===== config.mk =====
export PLATFORM = sky130hd
export DESIGN_NAME = fetch_top
export DESIGN_NICKNAME = d
export VERILOG_FILES = /design/src/source/fetch_pkg.sv /design/src/source/icache_mem.sv /design/src/source/icache_ctrl.sv /design/src/source/fetch_pc.sv /design/src/source/fetch_top.sv
export SDC_FILE = /design/constraint.sdc
export NUM_CORES = 2
export LEC_CHECK = 0
export BUFFER_PORTS_ARGS = -buffer_cell sky130_fd_sc_hd__buf_2
export CAP_MARGIN = 20
export CORE_MARGIN = 2
export CORE_UTILIZATION = 56
export CTS_CLUSTER_DIAMETER = 150
export DETAILED_ROUTE_END_ITERATION = 10
export GPL_TIMING_DRIVEN = 0
export PLACE_DENSITY = 0.73
export SLEW_MARGIN = 10
export SYNTH_ARGS = -nofsm -noshare
export SYNTH_HDL_FRONTEND = slang
export SYNTH_SLANG_ARGS = --single-unit
export TNS_END_PERCENT = 30

===== constraint.sdc =====
create_clock -name clock -period 5.17 [get_ports clock]
set_input_delay 0.7755 -clock clock [delete_from_list [all_inputs] [get_ports clock]]
set_output_delay 0.7755 -clock clock [all_outputs]
set_load 0.02 [all_outputs]

===== src/source/fetch_pkg.sv =====
package fetch_pkg;

	//////////////////////////////////////////////////
	// address, instruction and block widths
	//////////////////////////////////////////////////

	// byte address from the pc
	typedef logic [31:0] addr_t;

	// one instruction word
	typedef logic [31:0] inst_t;

	// one cache block, two instruction words
	// lower word at the lower address
	typedef logic [63:0] block_t;

	// byte offset bits inside one block
	localparam int BLOCK_OFFSET_BITS = 3;

	// pc after reset
	localparam addr_t RESET_PC = 32'h0000_0000;

	//////////////////////////////////////////////////
	// memory side of the fetch unit
	//////////////////////////////////////////////////

	// transaction tag from memory
	// zero means no transaction, so a zero response is a retry
	typedef logic [3:0] mem_tag_t;

	// command to memory
	// store is kept for the encoding only, fetch never writes
	typedef enum logic [1:0] {
		CMD_NONE  = 2'h0,
		CMD_LOAD  = 2'h1,
		CMD_STORE = 2'h2
	} mem_command_t;

	// lines above the block offset are split as
	//   [offset + index +: tag] [offset +: index] [0 +: offset]
	// anything above the tag is ignored by the cache

endpackage


===== src/source/icache_mem.sv =====
`timescale 1ns/1ns

module icache_mem #(
	parameter int INDEX_BITS = 5,
	parameter int TAG_BITS   = 8
) (
	input  logic                  clock,
	input  logic                  rst_n,
	// lookup side, driven by the pc
	input  fetch_pkg::addr_t      pc,
	// fill side, driven by the miss controller
	input  logic                  fill_en,
	input  logic [INDEX_BITS-1:0] fill_index,
	input  logic [TAG_BITS-1:0]   fill_tag,
	input  fetch_pkg::block_t     fill_block,
	// lookup result, same cycle
	output logic                  lookup_hit,
	output fetch_pkg::block_t     lookup_block
);

	import fetch_pkg::*;

	// one line per index, direct mapped
	localparam int NUM_LINES = 1 << INDEX_BITS;

	//////////////////////////////////////////////////
	// storage
	//////////////////////////////////////////////////

	// valid bit per line
	logic [NUM_LINES-1:0] line_valid;
	// stored tag per line
	logic [TAG_BITS-1:0]  line_tag   [NUM_LINES];
	// stored block per line
	block_t               line_block [NUM_LINES];

	// pc split into index and tag
	logic [INDEX_BITS-1:0] pc_index;
	logic [TAG_BITS-1:0]   pc_tag;

	assign pc_index = pc[BLOCK_OFFSET_BITS +: INDEX_BITS];
	assign pc_tag   = pc[BLOCK_OFFSET_BITS + INDEX_BITS +: TAG_BITS];

	//////////////////////////////////////////////////
	// lookup
	//////////////////////////////////////////////////

	// hit when line valid and tag matches
	assign lookup_hit   = line_valid[pc_index] && (line_tag[pc_index] == pc_tag);
	// data goes out regardless, only meaningful with hit
	assign lookup_block = line_block[pc_index];

	//////////////////////////////////////////////////
	// fill
	//////////////////////////////////////////////////

	// valid bits, all lines empty after reset
	always_ff @(posedge clock) begin
		if (!rst_n) begin
			line_valid <= '0;
		end else if (fill_en) begin
			line_valid[fill_index] <= 1'b1;
		end
	end

	// tag and data arrays
	// written on the fill, seen by lookup from the next cycle
	always_ff @(posedge clock) begin
		if (fill_en) begin
			line_tag[fill_index]   <= fill_tag;
			line_block[fill_index] <= fill_block;
		end
	end

endmodule


===== src/source/icache_ctrl.sv =====
`timescale 1ns/1ns

module icache_ctrl #(
	parameter int INDEX_BITS = 5,
	parameter int TAG_BITS   = 8
) (
	input  logic                    clock,
	input  logic                    rst_n,
	// current fetch address and its lookup result
	input  fetch_pkg::addr_t        pc,
	input  logic                    lookup_hit,
	// memory answers
	input  fetch_pkg::mem_tag_t     mem2proc_response,
	input  fetch_pkg::mem_tag_t     mem2proc_tag,
	input  fetch_pkg::block_t       mem2proc_data,
	// memory request
	output fetch_pkg::mem_command_t proc2mem_command,
	output fetch_pkg::addr_t        proc2mem_addr,
	// line write into the cache arrays
	output logic                    fill_en,
	output logic [INDEX_BITS-1:0]   fill_index,
	output logic [TAG_BITS-1:0]     fill_tag,
	output fetch_pkg::block_t       fill_block
);

	import fetch_pkg::*;

	// clears the offset bits of a byte address
	localparam addr_t OFFSET_MASK = addr_t'((1 << BLOCK_OFFSET_BITS) - 1);

	//////////////////////////////////////////////////
	// miss state
	//////////////////////////////////////////////////

	// set one cycle after reset, no request before it
	logic     armed;
	// request issued but not yet accepted by memory
	logic     waiting;
	// request accepted, data not yet returned
	logic     pending;
	// tag that memory gave on acceptance
	mem_tag_t resp_tag;
	// block address of the request in flight
	addr_t    req_addr;

	// request for this cycle
	logic  issue;
	addr_t issue_addr;
	// memory took the request this cycle
	logic  accepted;
	// data for our request is on the bus
	logic  data_match;

	//////////////////////////////////////////////////
	// request issue and retry
	//////////////////////////////////////////////////

	// a new miss only when nothing is in flight
	// a refused request keeps going until memory takes it
	assign issue = armed && (waiting || (!lookup_hit && !pending));

	// retries use the held address, so a redirect does not move it
	assign issue_addr = waiting ? req_addr : (pc & ~OFFSET_MASK);

	// nonzero response is an accept
	assign accepted = issue && (mem2proc_response != '0);

	assign proc2mem_command = issue ? CMD_LOAD : CMD_NONE;
	assign proc2mem_addr    = issue_addr;

	//////////////////////////////////////////////////
	// data return and fill
	//////////////////////////////////////////////////

	// resp_tag is never zero while pending
	assign data_match = pending && (mem2proc_tag == resp_tag);

	// line write goes to the latched block, not to the pc
	assign fill_en    = data_match;
	assign fill_index = req_addr[BLOCK_OFFSET_BITS +: INDEX_BITS];
	assign fill_tag   = req_addr[BLOCK_OFFSET_BITS + INDEX_BITS +: TAG_BITS];
	assign fill_block = mem2proc_data;

	//////////////////////////////////////////////////
	// state registers
	//////////////////////////////////////////////////

	always_ff @(posedge clock) begin
		if (!rst_n) begin
			armed    <= 1'b0;
			waiting  <= 1'b0;
			pending  <= 1'b0;
			resp_tag <= '0;
		end else begin
			armed <= 1'b1;
			// fill done, outstanding state cleared
			if (data_match) begin
				pending <= 1'b0;
			end
			if (accepted) begin
				// command drops to none next cycle
				waiting  <= 1'b0;
				pending  <= 1'b1;
				resp_tag <= mem2proc_response;
			end else if (issue) begin
				// refused, hold the same request
				waiting <= 1'b1;
			end
		end
	end

	// address of the request, kept until the fill
	always_ff @(posedge clock) begin
		if (issue) begin
			req_addr <= issue_addr;
		end
	end

endmodule


===== src/source/fetch_pc.sv =====
`timescale 1ns/1ns

module fetch_pc (
	input  logic              clock,
	input  logic              rst_n,
	// control from the back end
	input  logic              stall,
	input  logic              redirect,
	input  fetch_pkg::addr_t  redirect_pc,
	// lookup result for the current pc
	input  logic              lookup_hit,
	input  fetch_pkg::block_t lookup_block,
	// fetch address and the fetched word
	output fetch_pkg::addr_t  pc,
	output logic              fetch_valid,
	output fetch_pkg::inst_t  fetch_inst
);

	import fetch_pkg::*;

	// address bit that picks the word inside a block
	localparam int WORD_SEL_BIT = BLOCK_OFFSET_BITS - 1;

	addr_t next_pc;

	//////////////////////////////////////////////////
	// next pc
	//////////////////////////////////////////////////

	// redirect first, then advance on an accepted fetch, else hold
	always_comb begin
		next_pc = pc;
		if (redirect) begin
			next_pc = redirect_pc;
		end else if (lookup_hit && !stall) begin
			next_pc = pc + addr_t'(4);
		end
	end

	always_ff @(posedge clock) begin
		if (!rst_n) begin
			pc <= RESET_PC;
		end else begin
			pc <= next_pc;
		end
	end

	//////////////////////////////////////////////////
	// fetch outputs
	//////////////////////////////////////////////////

	// hit is the valid, a miss just waits for the fill
	assign fetch_valid = lookup_hit;

	// upper word for bit 2 set
	assign fetch_inst = pc[WORD_SEL_BIT] ? lookup_block[63:32] : lookup_block[31:0];

endmodule


===== src/source/fetch_top.sv =====
`timescale 1ns/1ns

module fetch_top #(
	parameter int INDEX_BITS = 5,
	parameter int TAG_BITS   = 8
) (
	input  logic                    clock,
	input  logic                    rst_n,
	// back end control
	input  logic                    stall,
	input  logic                    redirect,
	input  fetch_pkg::addr_t        redirect_pc,
	// memory answers
	input  fetch_pkg::mem_tag_t     mem2proc_response,
	input  fetch_pkg::mem_tag_t     mem2proc_tag,
	input  fetch_pkg::block_t       mem2proc_data,
	// memory request
	output fetch_pkg::mem_command_t proc2mem_command,
	output fetch_pkg::addr_t        proc2mem_addr,
	// one instruction per cycle
	output logic                    fetch_valid,
	output fetch_pkg::addr_t        fetch_pc,
	output fetch_pkg::inst_t        fetch_inst
);

	import fetch_pkg::*;

	// lookup result, shared by pc logic and controller
	logic                  lookup_hit;
	block_t                lookup_block;

	// controller to arrays
	logic                  fill_en;
	logic [INDEX_BITS-1:0] fill_index;
	logic [TAG_BITS-1:0]   fill_tag;
	block_t                fill_block;

	//////////////////////////////////////////////////
	// cache arrays
	//////////////////////////////////////////////////

	icache_mem #(
		.INDEX_BITS (INDEX_BITS),
		.TAG_BITS   (TAG_BITS)
	) icache_mem_i (
		.clock        (clock),
		.rst_n        (rst_n),
		.pc           (fetch_pc),
		.fill_en      (fill_en),
		.fill_index   (fill_index),
		.fill_tag     (fill_tag),
		.fill_block   (fill_block),
		.lookup_hit   (lookup_hit),
		.lookup_block (lookup_block)
	);

	//////////////////////////////////////////////////
	// miss handling, memory side
	//////////////////////////////////////////////////

	icache_ctrl #(
		.INDEX_BITS (INDEX_BITS),
		.TAG_BITS   (TAG_BITS)
	) icache_ctrl_i (
		.clock             (clock),
		.rst_n             (rst_n),
		.pc                (fetch_pc),
		.lookup_hit        (lookup_hit),
		.mem2proc_response (mem2proc_response),
		.mem2proc_tag      (mem2proc_tag),
		.mem2proc_data     (mem2proc_data),
		.proc2mem_command  (proc2mem_command),
		.proc2mem_addr     (proc2mem_addr),
		.fill_en           (fill_en),
		.fill_index        (fill_index),
		.fill_tag          (fill_tag),
		.fill_block        (fill_block)
	);

	//////////////////////////////////////////////////
	// program counter
	//////////////////////////////////////////////////

	// the pc register is the fetch_pc output
	fetch_pc fetch_pc_i (
		.clock        (clock),
		.rst_n        (rst_n),
		.stall        (stall),
		.redirect     (redirect),
		.redirect_pc  (redirect_pc),
		.lookup_hit   (lookup_hit),
		.lookup_block (lookup_block),
		.pc           (fetch_pc),
		.fetch_valid  (fetch_valid),
		.fetch_inst   (fetch_inst)
	);

endmodule


### Word level (Yosys, flattened, before mapping)

Memory sizes are Yosys's and may differ from the RTL's. A register that Yosys moved wholly into a read port is not among the register bits.
Cells that the tools add are included.

| storage, ports and cells | value |
|---|---|
| bits in registers | 103 |
| RAM bits | 2,304 |
| input bits | 108 |
| output and inout port bits | 99 |
| word-level logic and storage cells | 50 |
| memories | 2 |

| cells by class | value |
|---|---|
| add/subtract/negate cells | 1 |
| $lt $le $gt $ge | 3 |
| equal/unequal tests | 2 |
| muxes and demuxes | 18 |
| bitwise gates (word level) | 2 |
| reduce and logical (&&, ||, !) cells | 15 |

Memories:

| memory | depth | width | read ports | clocked after Yosys merged registers in | wr ports | line | source |
|---|---|---|---|---|---|---|---|
| icache_mem_i.line_block | 32 | 64 | 1 | 1 | 1 | icache_mem.sv:35 | `block_t line_block [NUM_LINES];` |
| icache_mem_i.line_tag | 32 | 8 | 1 | 1 | 1 | icache_mem.sv:33 | `logic [TAG_BITS-1:0] line_tag [NUM_LINES];` |

Operators by type and width:

| cell | count |
|---|---|
| 2-to-1 mux 32 bit | 4 |
| adder 32 x 3 -> 32 bit (second input constant) | 1 |
| OR 32 bit | 1 |
| 2-to-1 mux 5 bit | 4 |
| less-than comparator 5 x 6 -> 1 bit (second input constant) | 2 |
| equality test 8 bit | 1 |
| 2-to-1 mux 1 bit | 8 |
| logical AND 1 bit | 7 |
| binary-select mux 1 bit (select 5 bit) | 1 |
| demux 1 bit (select 5 bit) | 1 |
| greater-or-equal comparator 5 x 1 -> 1 bit (second input constant) | 1 |
| equality test 4 bit | 1 |
| nonzero test 2 bit | 2 |
| nonzero test 4 bit | 1 |
| zero test 1 bit | 3 |
| OR reduction 2 bit | 1 |
| logical OR 1 bit | 1 |
| inverter 1 bit | 1 |

### Logic depth before layout (Yosys ltp)

| logic depth | value |
|---|---|
| depth in word-level cells | 9 |
| gate-level depth with buffers | 16 |
| gate-level depth less buffers | 9 |

### Hierarchy

Synthesis repeated with hierarchy kept, for this count alone.

| unflattened totals | value |
|---|---|
| cells, all modules | 3,998 |
| area total of the unflattened synthesis | 93,293.2 um^2 |

By module, submodules not included:

| module | instances | cells each | area an instance (um^2) | sequential area each (um^2) |
|---|---|---|---|---|
| icache_mem | 1 | 3,564 | 88,830.2 | 69,827.0 |
| icache_ctrl | 1 | 184 | 2,278.4 | 1,101.1 |
| fetch_pc | 1 | 250 | 2,184.6 | 640.6 |

### Worst setup path after synthesis

No wires, ideal clock.

| timing path | value |
|---|---|
| kind | input to register |
| start point | in mem2proc_tag[3] |
| end point | mem icache_mem_i.line_block[31][0] (netlist bit) (enable) |
| setup time | 0.504 ns |
| arrival time | 4.607 ns |
| data required time | 4.666 ns |
| setup slack | 0.058 ns |
| stages on the path | 6 |
| buffers on the path | 0 |
| cell sequence | xor2_1 -> nor3_1 -> nand3_1 -> nor2_1 -> nand3_1 -> nor2_1 |

| on the way | value |
|---|---|
| word-level cells in the longest chain between the ends | 4 |

RTL lines:

| element | line | source |
|---|---|---|
| from (decl) | fetch_top.sv:15 | `input fetch_pkg::mem_tag_t mem2proc_tag,` |
| equality test 4 bit | icache_ctrl.sv:76 | `assign data_match = pending && (mem2proc_tag == resp_tag);` |
| logical AND 1 bit | icache_ctrl.sv:76 |  |
| 2-to-1 mux 1 bit | icache_mem.sv:69 | `if (fill_en) begin` |
| 2-to-1 mux 1 bit (not written as such) | icache_mem.sv:71 | `line_block[fill_index] <= fill_block;` |
| to (decl) | icache_mem.sv:35 |  |

No other way between the ends.

==> results.json <==
{
  "fin_crit_ns": 5.20,
  "via_count": 48100,
  "synth_area_leaders": "edfxtp_1, mux4_2, dfxtp_1",
  "io_pins": 207,
  "cp-end-kind": "output pin",
  "violations": "design-rule violations, negative setup slack",
  "synth-seq-area-share_pct": 77.5,
  "crit_arrival_ns": 4.42,
  "synth_seq_cells": 2412,
  "root_buffer": "clkbuf_16",
  "antenna_found_initial": 19,
  "wl_per_cell_um": 37.8,
  "syn_to_final_growth_pct": 16.8,
  "worst-r2r-cell-count": 14,
  "setup_violations": 1,
  "post-dp-hpwl_mm": 164,
  "grt_start_max_net_pins": 34,
  "clk_path_buf_depth": 3,
  "final_area_mm2": 0.108,
  "tightestPinTransition_ns": 1.12,
  "drt-initial-drc-count": 7919,
  "worstPathRequired_ns": 4.39,
  "syn_avg_cell_area_um2": 23.4,
  "synth_edf_count": 2336,
  "p_int_mw": 31.5,
  "yosysTopAreaCellShare_pct": 75.9,
  "p_sw_mw": 8.92,
  "synthXorXnorAreaFrac_pct": 0.0947,
  "p_seq_share_pct": 53.4,
  "r2r-end": "fetch_pc_i.pc[18]",
  "die_w_um": 410,
  "place_ws_ns": -1.01,
  "outcome": "finished with violations",
  "synthMuxAreaShare_pct": 18.5,
  "place_area_mm2": 0.100,
  "netlist_area_mm2": 0.0925,
  "synth_compound_area_share_pct": 1.02,
  "hp-class": "in2reg",
  "combPwrFrac_pct": 6.8,
  "yosys.area_share.simple_pct": 1.81,
  "yosys_warnings": 0,
  "setup_ws_ns": -0.0272,
  "dieArea_mm2": 0.168,
  "start_util_pct": 56.2,
  "cts_hold_buf": 0,
  "synth_most_common_cell": "edfxtp_1",
  "max-cap-violations": 0,
  "crit_end": "fetch_inst[7]",
  "finalHoldViolations": 0,
  "die_height_um": 410,
  "routabilityCongestion": 0.872,
  "r2r_slack_ns": 1.14,
  "cts_tree": "done",
  "synth_fa_ha_area_share_pct": 0.0135,
  "io_buffers": 204,
  "finalClockSkew_ns": 0.0260,
  "ir_worst_vdd_uv": 328,
  "drc": 2,
  "cts_made_buffers": 223,
  "numClockSinks": 2412,
  "rsz0062_at_grt": "yes",
  "tns_ns": -0.0272,
  "grt_usage_pct": 31.4,
  "power-per-cell-area_mw_per_mm2": 374,
  "clk_pin_slew_ns": 0.07,
  "slew_headroom_pct": 25.3,
  "avgViaCountPerCell": 6.92,
  "overflow": 0,
  "synthDistinctLibCells": 63,
  "yosys_most_used_dff": "edfxtp_1",
  "rows": 149,
  "final_nets": 4668,
  "swShare_pct": 22.1,
  "max_freq_ghz": 0.192,
  "clk-insertion-delay-late_ns": 0.87,
  "drtPass1Iterations": 9,
  "start_kind": "flop",
  "ant_nets": 0,
  "yosys.area.top_type": "edfxtp_1",
  "htree_num_levels": 4,
  "fin_util_pct": 65.7,
  "p_leak_nw": 33.8,
  "crit_type": "reg2out",
  "synth_top_family_by_area": "multiplexers",
  "power.share.clock_pct": 39.7,
  "first_global_vias": 47600,
  "cp_max_fo": 10,
  "syn_inst": 3946,
  "final_max_slew_viol_count": 0,
  "core_area_mm2": 0.164,
  "hold_depth": 1,
  "grt_pass1_wl_mm": 365,
  "wl_mm": 262,
  "syn_nets": 4055,
  "drive_above_1_share_pct": 35.2,
  "finalCritPeriodShare_pct": 101,
  "synth.top_cells.by_count": "edfxtp_1, mux4_2, nor2_1",
  "power.total_mw": 40.4,
  "synthArstFlopShare_pct": 0
}
how the worst min path moves through the flow:
stage | to | slack, ns | from
6_report | icache_ctrl_i.armed | 0.05 | rst_n
5_1_grt | icache_ctrl_i.armed | 0.03 | rst_n
4_1_cts | icache_ctrl_i.armed | 0.002 | rst_n
3_5_place_dp | icache_mem_i.line_valid[14] | 0.46 | icache_mem_i.line_valid[14]
3_3_place_gp | icache_mem_i.line_valid[20] | 0.44 | icache_mem_i.line_valid[20]
2_1_floorplan | icache_mem_i.line_valid[10] | 0.43 | icache_mem_i.line_valid[10]
logic make-up after synthesis:
kind of cell | Yosys count
AOI/OAI and AO/OA | 137
xor gates and xnor gates | 10
adders and majority gates | 1
buffers and inverters | 234
DFF | 2412
muxes | 816
other | 1
and+or+nand+nor | 335
final cells by class:
class / instances / area [µm²]
well taps: 2189 / 2740
diodes: 12 / 30.0
flip-flops and latches: 2412 / 71700
clock inverters: 129 / 1140
clock buffers: 288 / 5900
inverters: 12 / 50.0
plain buffers: 221 / 1720
repair buffers: 389 / 4680
fillers: 10000 / 56400
multi-input cells: 1300 / 20100
critical path, stage by stage (launching register included):
cell       delay [ns]
dfxtp_1          0.33
buf_6            0.18
buf_12           0.17
buf_8            0.18
clkbuf_8         0.20
buf_8            0.19
clkbuf_16        0.21
clkbuf_4         0.21
buf_6            0.20
mux4_2           0.33
mux4_2           0.57
mux4_2           0.57
buf_2            0.19
power by group through the flow:
stage / Combinational (mW) / Clock, mW / Sequential (mW)
after CTS: 2.72 / 16.1 / 21.6
after detailed placement: 2.60 / 0 / 22.0
after floorplan: 1.45 / 0 / 22.0
after global placement: 2.47 / 0 / 22.0
after global routing: 2.86 / 16.8 / 21.6
final: 2.76 / 16.1 / 21.6
state kept, by name (all words and copies together) (netlist names), named ones only:
register                 count
icache_mem_i.line_block   2048
icache_mem_i.line_tag      256
fetch_pc_i.pc               32
icache_ctrl_i.req_addr      32
icache_mem_i.line_valid     32
icache_ctrl_i.resp_tag       4
icache_ctrl_i.armed          1
icache_ctrl_i.pending        1
icache_ctrl_i.waiting        1
through the flow:
stage / instances / hold slack [ns]
after floorplan: 3946 / 0.435
after global placement: 6339 / 0.445
after detailed placement: 6519 / 0.456
after CTS: 6937 / 0.00197
after global routing: 6949 / 0.0333
final: 6952 / 0.0515
layout by cell type, fill, tap and decap left out, types with 9 or more instances in the layout:
master	instances
buf_6	37
o31ai_1	11
buf_4	56
clkbuf_8	23
edfxtp_1	2336
nand3_1	55
bufinv_16	16
clkbuf_2	21
a31oi_1	14
clkinv_1	45
a22oi_1	20
buf_8	28
and3_1	12
clkbuf_1	96
inv_1	9
a21oi_1	22
nand2_1	45
buf_16	33
clkbuf_16	231
clkinv_2	46
nor3_1	9
diode_2	12
nor2_1	86
or4_1	12
mux2i_1	75
nor4_1	10
mux2_2	31
mux4_2	709
nor2_4	32
buf_2	234
clkbuf_4	22
buf_12	110
o21ai_0	22
dfxtp_1	75
nor2b_1	10
nand4_1	12
routing by layer:
layer  track usage, %  part of all wire (%)  vias to the layer above
met5                0                 0.038                        -
met2             49.8                    49                     3938
met4             14.5                   5.4                       16
li1                 -                     -                    18200
met3             6.56                    12                      680
met1             42.3                    34                    25300
timing repair:
item,CTS,global route
endpoints found under the setup margin,34,30
buffers inserted,1,2
pin swaps,1,3
resized for setup,343,22
No activity file was read; power rests on OpenSTA's default activity.
